`src/common/vga_dbg_pkg.sv`:
```
package vga_dbg_pkg;

  // scan position and data widths
  typedef logic [10:0] hpos_t;     // 0..1799
  typedef logic [9:0]  vpos_t;     // 0..794
  typedef logic [5:0]  row_addr_t; // text row, sy / 16
  typedef logic [31:0] word_t;

  // one 4-bit vga channel
  typedef logic [3:0] color4_t;

  typedef struct packed {
    color4_t r;
    color4_t g;
    color4_t b;
  } rgb_t;

  // horizontal timing, 1368 active of 1800 total
  localparam hpos_t h_active_end = 11'd1367;
  localparam hpos_t h_sync_start = 11'd1439; // hsync goes low on the next clock
  localparam hpos_t h_sync_end   = 11'd1583; // last low clock
  localparam hpos_t h_line_end   = 11'd1799;

  // vertical timing, 768 active of 795 total
  localparam vpos_t v_active_end = 10'd767;
  localparam vpos_t v_sync_start = 10'd768; // first low line
  localparam vpos_t v_sync_end   = 10'd771; // vsync back high here
  localparam vpos_t v_screen_end = 10'd794;

  // text grid
  localparam int unsigned text_rows = 46;
  localparam int unsigned reg_rows  = 32; // one per register
  localparam int unsigned glyph_w   = 8;
  localparam int unsigned glyph_h   = 16;
  localparam int unsigned num_cols  = 5;
  localparam hpos_t       col_w     = 11'd256; // 32 glyphs of 8 px

  // left edge of each column
  // instr even, instr odd, reg, data even, data odd
  localparam hpos_t col_start [num_cols] = '{
    11'd16, 11'd280, 11'd552, 11'd824, 11'd1088
  };

  localparam vpos_t text_end_y = 10'd736; // 46 * 16
  localparam vpos_t reg_end_y  = 10'd512; // 32 * 16

  // palette
  localparam rgb_t color_fg    = '{r: 4'hf, g: 4'hf, b: 4'hf};
  localparam rgb_t color_bg    = '{r: 4'h5, g: 4'h3, b: 4'h7};
  localparam rgb_t color_blank = '{r: 4'h0, g: 4'h0, b: 4'h0};

endpackage

```
`src/rtl/vga_timing.sv`:
```
`timescale 1ns/10ps

// free running scan position for the 1800x795 frame
module vga_timing import vga_dbg_pkg::*; (
  input  logic  clk,
  input  logic  rst,
  output hpos_t sx, // pixel within line
  output vpos_t sy  // line within frame
);

  logic line_done;
  logic frame_done;

  assign line_done  = (sx == h_line_end);
  assign frame_done = (sy == v_screen_end);

  // horizontal counter
  always_ff @(posedge clk) begin
    if (rst) begin
      sx <= '0;
    end else if (line_done) begin
      sx <= '0; // wrap after back porch
    end else begin
      sx <= sx + 11'd1;
    end
  end

  // vertical counter, steps once per line
  always_ff @(posedge clk) begin
    if (rst) begin
      sy <= '0;
    end else if (line_done) begin
      if (frame_done) begin
        sy <= '0;
      end else begin
        sy <= sy + 10'd1;
      end
    end
  end

endmodule

```
`config.mk`:
```
export PLATFORM = sky130hd
export DESIGN_NAME = vga_timing
export DESIGN_NICKNAME = d
export VERILOG_FILES = /design/src/common/vga_dbg_pkg.sv /design/src/rtl/vga_timing.sv
export SDC_FILE = /design/constraint.sdc
export NUM_CORES = 1
export LEC_CHECK = 0
export CAP_MARGIN = 15
export CORE_MARGIN = 2
export CORE_UTILIZATION = 55
export CTS_BUF_LIST = sky130_fd_sc_hd__clkbuf_4 sky130_fd_sc_hd__clkbuf_8
export CTS_CLUSTER_SIZE = 10
export DETAILED_ROUTE_END_ITERATION = 6
export DONT_BUFFER_PORTS = 1
export PLACE_DENSITY = 0.8
export SYNTH_ARGS = -nofsm -noshare
export SYNTH_HDL_FRONTEND = slang
export SYNTH_SLANG_ARGS = --single-unit
```
`constraint.sdc`:
```
create_clock -name clk -period 1.95 [get_ports clk]
set_input_delay 0.39 -clock clk [delete_from_list [all_inputs] [get_ports clk]]
set_output_delay 0.39 -clock clk [all_outputs]
set_load 0.02 [all_outputs]
```
==> metrics.txt <==
final std cells w/o fill 151; hold slack final 0.130 ns; max-cap viol count 0; Die X-Extent 46.0 um; Max Freq 0.509 GHz; via count 898; CTS tree yes; WP data arrival approximately 2.2 ns; CP startpoint kind register; clk buf depth 2; # rows 15; top_reg_cell synth dfxtp_1; GRT Overall Usage 24.2%; Vias per Instance 5.95; Crit. End Element register; CTS buffer count 3; CP bufs+invs 0; Detailed Route WL about 2.3 mm; Net Count, Synth 114; count of input and output buffers 0; Mapped Cells 109; layout cells sized above 1 25.4%; Yosys reg bits 21; Commonest cells post-synth 21 x dfxtp_1, 20 x nor2_1, 10 x xnor2_1; largest stage delay on the critical path 0.54 ns; initial antenna violation count 0; status finished, violations left; critical path fanouts, max 5; CTS sink count 21; leading area contributor after synthesis dfxtp_1; Antenna Cells 0; vias in the first global route 814; count leader, synth dfxtp_1; Netlist Area Pre-Place 972 sq um; grt total ovfl 0; Die ar. 0.00212 sq mm; Die H 46.0 um; H-Tree Depth 1; CTS resizes 0; gpl congestion 0.835; layout net count 140; cell total after placement 145; Yosys top cell area share 43.2%; RSZ-0062 raised after global routing true; CP delay by family, top simple AND/OR/NAND/NOR gates; worst min-delay path class in -> reg; LEAKAGE about 0.44 nW; WS Path Type reg -> reg; Tcrit/Tclk final 101%; Power Total slightly above 0.7 mW; CP max stage cell or4_4; WL per Instance around 15 um; P&R area growth vs syn 23.3%; root buffer cell clkbuf_4; final core occ between 70% and 80%; Crit path required time 2.20 ns; Slew HR 74.9%; drt drc 0; IO Pins 23; clk_lat worst skew 0.31 ns; clk slew on worst S/H paths 0.12 ns; Syn. warnings 0; worst slew pin tran 0.376 ns; post-route cell area 0.00120 sq mm; PD cells 589 mW/mm^2; critical path, cell by cell or4_4, or3_2, or4_1, a21oi_1; antenna-violating nets left 0; Synth cell types 25; failing checks setup timing; Peak VDD IR 0.000575 V; Final Hold Viols 0; final setup vio count 1; clk_skew roughly 0.0043 ns; sequential area share after synthesis 43.2%; Synth area leaders dfxtp_1 43%, xnor2_1 9.0%, nor2_1 7.7%; Final Slew Violations 0; crit path time final 1.96 ns; first-pass GRT wire length around 3.5 mm; dpl hpwl 1.70 mm; Post-synth EDFFs 0; Initial Util 57.6%; Core Region 0.00169 sq mm; Syn Area/Cell 8.92 sq um; PnR worst setup slack -0.0149 ns; worst slack, placed -0.0542 ns; starting DRC count in detailed routing 19; placed inst area 0.00115 sq mm; total negative slack -0.0149 ns; asr flop ratio synth 0%; largest net degree at the start of global routing 12; first-pass iteration count of the detailed router 4
repair_timing:
action                                  4_1_cts  5_1_grt
buffers inserted                              1        0
endpoints found under the hold margin         0        0
endpoints found under the setup margin        3        5
gates cloned                                  0        1
hold buffers                                  0        0
pin swaps                                     1        0
worst register-to-register path: stages, from the launching register on:
cell and delay, ns:
dfxtp_4 0.36, or4_4 0.54, or3_2 0.49, or4_1 0.41, a21oi_1 0.12
power by group:
| group | internal [mW] | total [mW] | switching (mW) |
|---|---|---|---|
| Combinational | 0.0203 | 0.0452 | 0.0250 |
| Clock | 0.0938 | 0.227 | 0.133 |
| Sequential | 0.431 | 0.434 | 0.00285 |
| Total | 0.545 | 0.706 | 0.161 |
state kept, by name (all words and copies together) (netlist names):
name / cells
sy: 10
sx: 11
cell families (layout without fill, tap and decap cells):
| group | count (synthesis) | in the layout | share of synthesized area (%) |
|---|---|---|---|
| adder cells (fa/ha/maj) | 3 | 3 | 3.86 |
| AND/OR/NAND/NOR | 55 | 56 | 30.0 |
| AO/OA/AOI/OAI | 12 | 12 | 8.11 |
| flip-flops | 21 | 21 | 43.2 |
| buffers and inverters | 5 | 29 | 3.09 |
| XOR/XNOR | 13 | 13 | 11.7 |
routing by layer:
layer	wire length [um]	global-route usage [%]
met1	942	29.0
met2	1180	40.0
met3	146	4.37
met4	48	13.7
met5	0	0
path summary, 6_finish.rpt:
| check | from | endpoint | slack, ns | cells past startpoint |
|---|---|---|---|---|
| setup reg to reg | sx[5]$_SDFF_PP0_ | sy[7]$_SDFFE_PP0N_ | -0.01 | 4 |
| hold / removal | rst | sy[1]$_SDFFE_PP0N_ | 0.13 | 1 |
| hold reg to reg | sx[0]$_SDFF_PP0_ | sx[0]$_SDFF_PP0_ | 0.58 | 2 |
| setup / recovery | sx[5]$_SDFF_PP0_ | sy[7]$_SDFFE_PP0N_ | -0.01 | 4 |
layout by cell type (no fill, tap or decap), drive strengths merged, types with 2 or more instances in the layout:
cell	instances
ha	3
nor2	20
nor4	3
buf	22
xnor2	10
or4	6
nand3	8
dfxtp	21
clkbuf	4
nor3	2
o31ai	5
nand4	3
xor2	3
nand2	6
or3	2
inv	3
a21oi	6
cell type report:
cell class                      count  area, sq um
Clock buffer                        4         30.0
Fill cell                         135          490
Inverter                            3         11.3
Multi-Input combinational cell     84          529
Sequential cell                    21          429
Tap cell                           17         21.3
Timing Repair Buffer               22          178
(Power assumes the default switching activity.)
