`src/vga_render/glyph_one.mem`:
```
00000000
00000000
00011000
00111000
01111000
00011000
00011000
00011000
00011000
00011000
00011000
00011000
01111110
00000000
00000000
00000000

```
`src/vga_render/glyph_zero.mem`:
```
00000000
00000000
00111100
01100110
01100110
01101110
01110110
01100110
01100110
01100110
01100110
00111100
00000000
00000000
00000000
00000000

```
`src/common/vga_dbg_pkg.sv`:
```
package vga_dbg_pkg;

  // scan position and data widths
  typedef logic [10:0] hpos_t;     // 0..1799
  typedef logic [9:0]  vpos_t;     // 0..794
  typedef logic [5:0]  row_addr_t; // text row, sy / 16
  typedef logic [31:0] word_t;

  // one 4-bit vga channel
  typedef logic [3:0] color4_t;

  typedef struct packed {
    color4_t r;
    color4_t g;
    color4_t b;
  } rgb_t;

  // horizontal timing, 1368 active of 1800 total
  localparam hpos_t h_active_end = 11'd1367;
  localparam hpos_t h_sync_start = 11'd1439; // hsync goes low on the next clock
  localparam hpos_t h_sync_end   = 11'd1583; // last low clock
  localparam hpos_t h_line_end   = 11'd1799;

  // vertical timing, 768 active of 795 total
  localparam vpos_t v_active_end = 10'd767;
  localparam vpos_t v_sync_start = 10'd768; // first low line
  localparam vpos_t v_sync_end   = 10'd771; // vsync back high here
  localparam vpos_t v_screen_end = 10'd794;

  // text grid
  localparam int unsigned text_rows = 46;
  localparam int unsigned reg_rows  = 32; // one per register
  localparam int unsigned glyph_w   = 8;
  localparam int unsigned glyph_h   = 16;
  localparam int unsigned num_cols  = 5;
  localparam hpos_t       col_w     = 11'd256; // 32 glyphs of 8 px

  // left edge of each column
  // instr even, instr odd, reg, data even, data odd
  localparam hpos_t col_start [num_cols] = '{
    11'd16, 11'd280, 11'd552, 11'd824, 11'd1088
  };

  localparam vpos_t text_end_y = 10'd736; // 46 * 16
  localparam vpos_t reg_end_y  = 10'd512; // 32 * 16

  // palette
  localparam rgb_t color_fg    = '{r: 4'hf, g: 4'hf, b: 4'hf};
  localparam rgb_t color_bg    = '{r: 4'h5, g: 4'h3, b: 4'h7};
  localparam rgb_t color_blank = '{r: 4'h0, g: 4'h0, b: 4'h0};

endpackage

```
`src/vga_render/vga_render.sv`:
```
`timescale 1ns/10ps

// turns shadow words into binary digit glyphs
// stage 1 lines the position up with the ram read, stage 2 is the output
module vga_render import vga_dbg_pkg::*; (
  input  logic    clk,
  input  logic    rst,
  input  hpos_t   sx,
  input  vpos_t   sy,
  input  word_t   instr_even,
  input  word_t   instr_odd,
  input  word_t   reg_word,
  input  word_t   data_even,
  input  word_t   data_odd,
  output logic    hsync,
  output logic    vsync,
  output color4_t r,
  output color4_t g,
  output color4_t b
);

  logic [7:0] font_one  [glyph_h];
  logic [7:0] font_zero [glyph_h];

  initial begin
    $readmemb("/design/src/vga_render/glyph_one.mem", font_one);
    $readmemb("/design/src/vga_render/glyph_zero.mem", font_zero);
  end

  hpos_t      sx_q; // same cycle as the ram words
  vpos_t      sy_q;
  word_t      words [num_cols];
  logic       hit;       // inside one of the five columns
  logic [2:0] col_sel;
  hpos_t      col_off;   // pixel offset within the column
  logic [4:0] glyph_idx; // 0 is msb
  logic [2:0] glyph_col;
  logic [3:0] glyph_row;
  logic       digit;
  logic [7:0] font_bits;
  logic       pix_on;
  logic       active;
  logic       bg;
  rgb_t       pix;

  always_ff @(posedge clk) begin
    if (rst) begin
      sx_q <= '0;
      sy_q <= '0;
    end else begin
      sx_q <= sx;
      sy_q <= sy;
    end
  end

  // column order matches col_start
  always_comb begin
    words[0] = instr_even;
    words[1] = instr_odd;
    words[2] = reg_word;
    words[3] = data_even;
    words[4] = data_odd;
  end

  // find the column under sx_q
  always_comb begin
    hit     = 1'b0;
    col_sel = '0;
    col_off = '0;
    for (int c = 0; c < num_cols; c++) begin
      if (sx_q >= col_start[c] && sx_q < col_start[c] + col_w) begin
        hit     = 1'b1;
        col_sel = 3'(c);
        col_off = sx_q - col_start[c];
      end
    end
  end

  assign glyph_idx = 5'(col_off / glyph_w);
  assign glyph_col = 3'(col_off % glyph_w);
  assign glyph_row = 4'(sy_q % glyph_h);
  assign digit     = words[col_sel][5'd31 - glyph_idx]; // msb on the left
  assign font_bits = digit ? font_one[glyph_row] : font_zero[glyph_row];
  assign pix_on    = font_bits[3'd7 - glyph_col]; // bit 7 is leftmost pixel

  assign active = (sx_q <= h_active_end) && (sy_q <= v_active_end);

  // gaps, rows below the text, and the register column past r31
  assign bg = !hit || (sy_q >= text_end_y) ||
              (col_sel == 3'd2 && sy_q >= reg_end_y);

  always_comb begin
    if (!active)     pix = color_blank;
    else if (bg)     pix = color_bg;
    else if (pix_on) pix = color_fg;
    else             pix = color_bg; // glyph background
  end

  // output stage, syncs negative
  always_ff @(posedge clk) begin
    if (rst) begin
      hsync <= 1'b1;
      vsync <= 1'b1;
      r     <= '0;
      g     <= '0;
      b     <= '0;
    end else begin
      hsync <= !(sx_q > h_sync_start && sx_q <= h_sync_end);
      vsync <= !(sy_q >= v_sync_start && sy_q < v_sync_end);
      r     <= pix.r;
      g     <= pix.g;
      b     <= pix.b;
    end
  end

endmodule

```
`config.mk`:
```
export PLATFORM = sky130hd
export DESIGN_NAME = vga_render
export DESIGN_NICKNAME = d
export VERILOG_FILES = /design/src/common/vga_dbg_pkg.sv /design/src/vga_render/vga_render.sv
export SDC_FILE = /design/constraint.sdc
export NUM_CORES = 1
export LEC_CHECK = 0
export ABC_AREA = 1
export BUFFER_PORTS_ARGS = -buffer_cell sky130_fd_sc_hd__buf_2
export CORE_AREA = 2 2 76 78
export DETAILED_ROUTE_END_ITERATION = 16
export DIE_AREA = 0 0 78 80
export GPL_TIMING_DRIVEN = 0
export PLACE_DENSITY = 0.72
export SLEW_MARGIN = 40
export SYNTH_ARGS = -nofsm -noshare
export SYNTH_HDL_FRONTEND = slang
export SYNTH_SLANG_ARGS = --single-unit
```
`constraint.sdc`:
```
create_clock -name clk -period 0.8 [get_ports clk]
set_clock_uncertainty 0.1 [all_clocks]
set_input_delay 0.2 -clock clk [delete_from_list [all_inputs] [get_ports clk]]
set_output_delay 0.2 -clock clk [all_outputs]
set_load 0.005 [all_outputs]
```
==> results_dict.tcl <==
set metrics [dict create \
    dp_slack_ns -0.119 \
    post-dp-hpwl_mm 1.14 \
    grt_pass1_wl_mm 2.15 \
    status "finished with violations" \
    grt_pass1_vias 537 \
    setup-violations-final 12 \
    nets 321 \
    die_width_um 78 \
    p_sw_uw 448 \
    hold_depth 3 \
    maxCapViolCount 0 \
    r2r_slack_ns -0.08 \
    placed_area_um2 1040 \
    dr.pass1.iters 3 \
    slew_violations 0 \
    hold_violations 0 \
    violations "setup timing" \
    portBuffers 28 \
    worst_slack_ns -0.361 \
    hold_path_class "in2reg" \
    syn-instance-count 101 \
    critPathLaunch "r[0]" \
    wl_per_cell_um 6.55 \
    post-place-cells 205 \
    p_clk_frac 0.319 \
    start_kind "flip-flop" \
    r2r_cells 5 \
    clk_pin_slew_ns 0.07 \
    synth_area_um2 788 \
    powerDensity_nw_per_um2 1760 \
    pwr-share-comb 0.133 \
    leakagePower_nw 0.621 \
    final_common_cell "nor2_1" \
    start_util 0.146 \
    fin_area_um2 1180 \
    internal-power_mw 1.63 \
    postCtsSetupBuffers 0 \
    num_io_pins 197 \
    synth_top_cell_by_area "dfxtp_1" \
    yosysWarnings 0 \
    regToRegStartpoint "sx_q[10]" \
    finalSetupTns_ns -2.93 \
    fill_cells 607 \
    fin_crit_sh 1.45 \
    drtIter0Drc 5 \
    hp-start "sx[6]" \
    grt_max_degree 12 \
    wirelength_mm 1.37 \
    gp_congestion 0.770 \
    rsz0062_at_grt "true" \
    cts_sinks 21 \
    vias 627 \
    clk_latency_ns 0.25 \
    cts_root_buffer "clkbuf_8" \
    cp_data_required_time_ns 0.50 \
    drive_above_1_share 0.453 \
    antennaDiodeCount 0 \
    p_sw_frac 0.215 \
    ir_worst_vdd_mv 0.973 \
    cts_buffers 3 \
    total_power_mw 2.08 \
    multi_input_area_um2 220 \
    synth_seq_area_share 0.533 \
    fp-row-count 27 \
    area_delta_synth_final_pct 49.7 \
    crit_type "reg2out" \
    seq_area_um2 433 \
    drc_errors 0 \
    ys_types 12 \
    worstPathArrival_ns 0.86 \
    antenna_left 0 \
    synth.area.top_cells "dfxtp_1, nor2_1, inv_1, buf_4, nand2_1" \
    overflow 0 \
    clock_path_buffers 2 \
    timing.hold.ws_ns 0.0395 \
    track_usage 0.0454 \
    yosysTopAreaCellShare 0.533 \
    synth-seq-cells 21 \
    die_y_um 80 \
    min_period_ns 1.16 \
    vias_per_cell 3.00 \
    coreArea_um2 5410 \
    cts_tree "built" \
    dieArea_um2 6240 \
    post-route-util 0.218 \
    max_freq_mhz 861 \
    antenna_found_initial 0 \
    htreeDepth 1 \
    critPathCaptureType "output pin" \
    sequentialPowerShare 0.548 \
    path_max_fanout 7 \
    synth.avg_cell_area_um2 7.80 \
    final_cells 209 \
    most-common-layout-cells "nor2_1, inv_1, buf_2, buf_6, dfxtp_1" \
]
## cell type report
class,count,area share
plain buffers,13,0.108
clock buffers,4,0.0382
inverters,23,0.0732
multi-input cells,48,0.187
flip-flops and latches,21,0.367
well taps,72,0.0764
repair buffers,28,0.151
## worst paths after layout
path                  end
hold / removal    sx_q[6]
setup reg to reg    hsync
hold reg to reg     vsync
setup / recovery     g[0]
## state kept, by name, indices dropped and copies added, names as in the netlist
| name | count |
|---|---|
| sy_q | 10 |
| sx_q | 8 |
| hsync | 1 |
| r | 1 |
| vsync | 1 |
## power by group through the flow
stage               registers, mW  logic [mW]  clock network (mW)
finish                       1.14       0.277               0.663
global route                 1.14       0.308               0.720
CTS                          1.14       0.276               0.689
detailed placement           1.15       0.228                   0
global placement             1.15       0.225                   0
floorplan                    1.15       0.139                   0
## critical path, stage by stage (launching register included)
cell     delay, ns
dfxtp_4       0.39
buf_6         0.12
buf_6         0.10
## logic make-up after synthesis
kind of cell / synth area share
buf+inv: 0.243
other cells: 0.00476
flops: 0.533
simple gates: 0.213
compound gates: 0.00634
## repair_timing
action	4_1_cts	5_1_grt
hold buffers	0	0
gates resized for setup	23	5
pin swaps	2	6
endpoints found under the setup margin	12	12
endpoints found under the hold margin	0	0
## synth_stat cells, drive strengths merged
library cell  number
buf               13
inv               23
nor2              25
a21oi              1
nor3               1
conb               1
nand4              1
nand2             12
nand3              3
dfxtp             21
## routing by layer
layer  routed length [um]  vias to the layer above  track usage
li1                     -                      343            -
met1                  555                      259       0.0437
met2                  703                       23       0.0845
met3                   69                        2      0.00452
met4                   40                        0       0.0421
met5                    0                        -            0
Note: power is estimated with default switching activity, not from simulation.
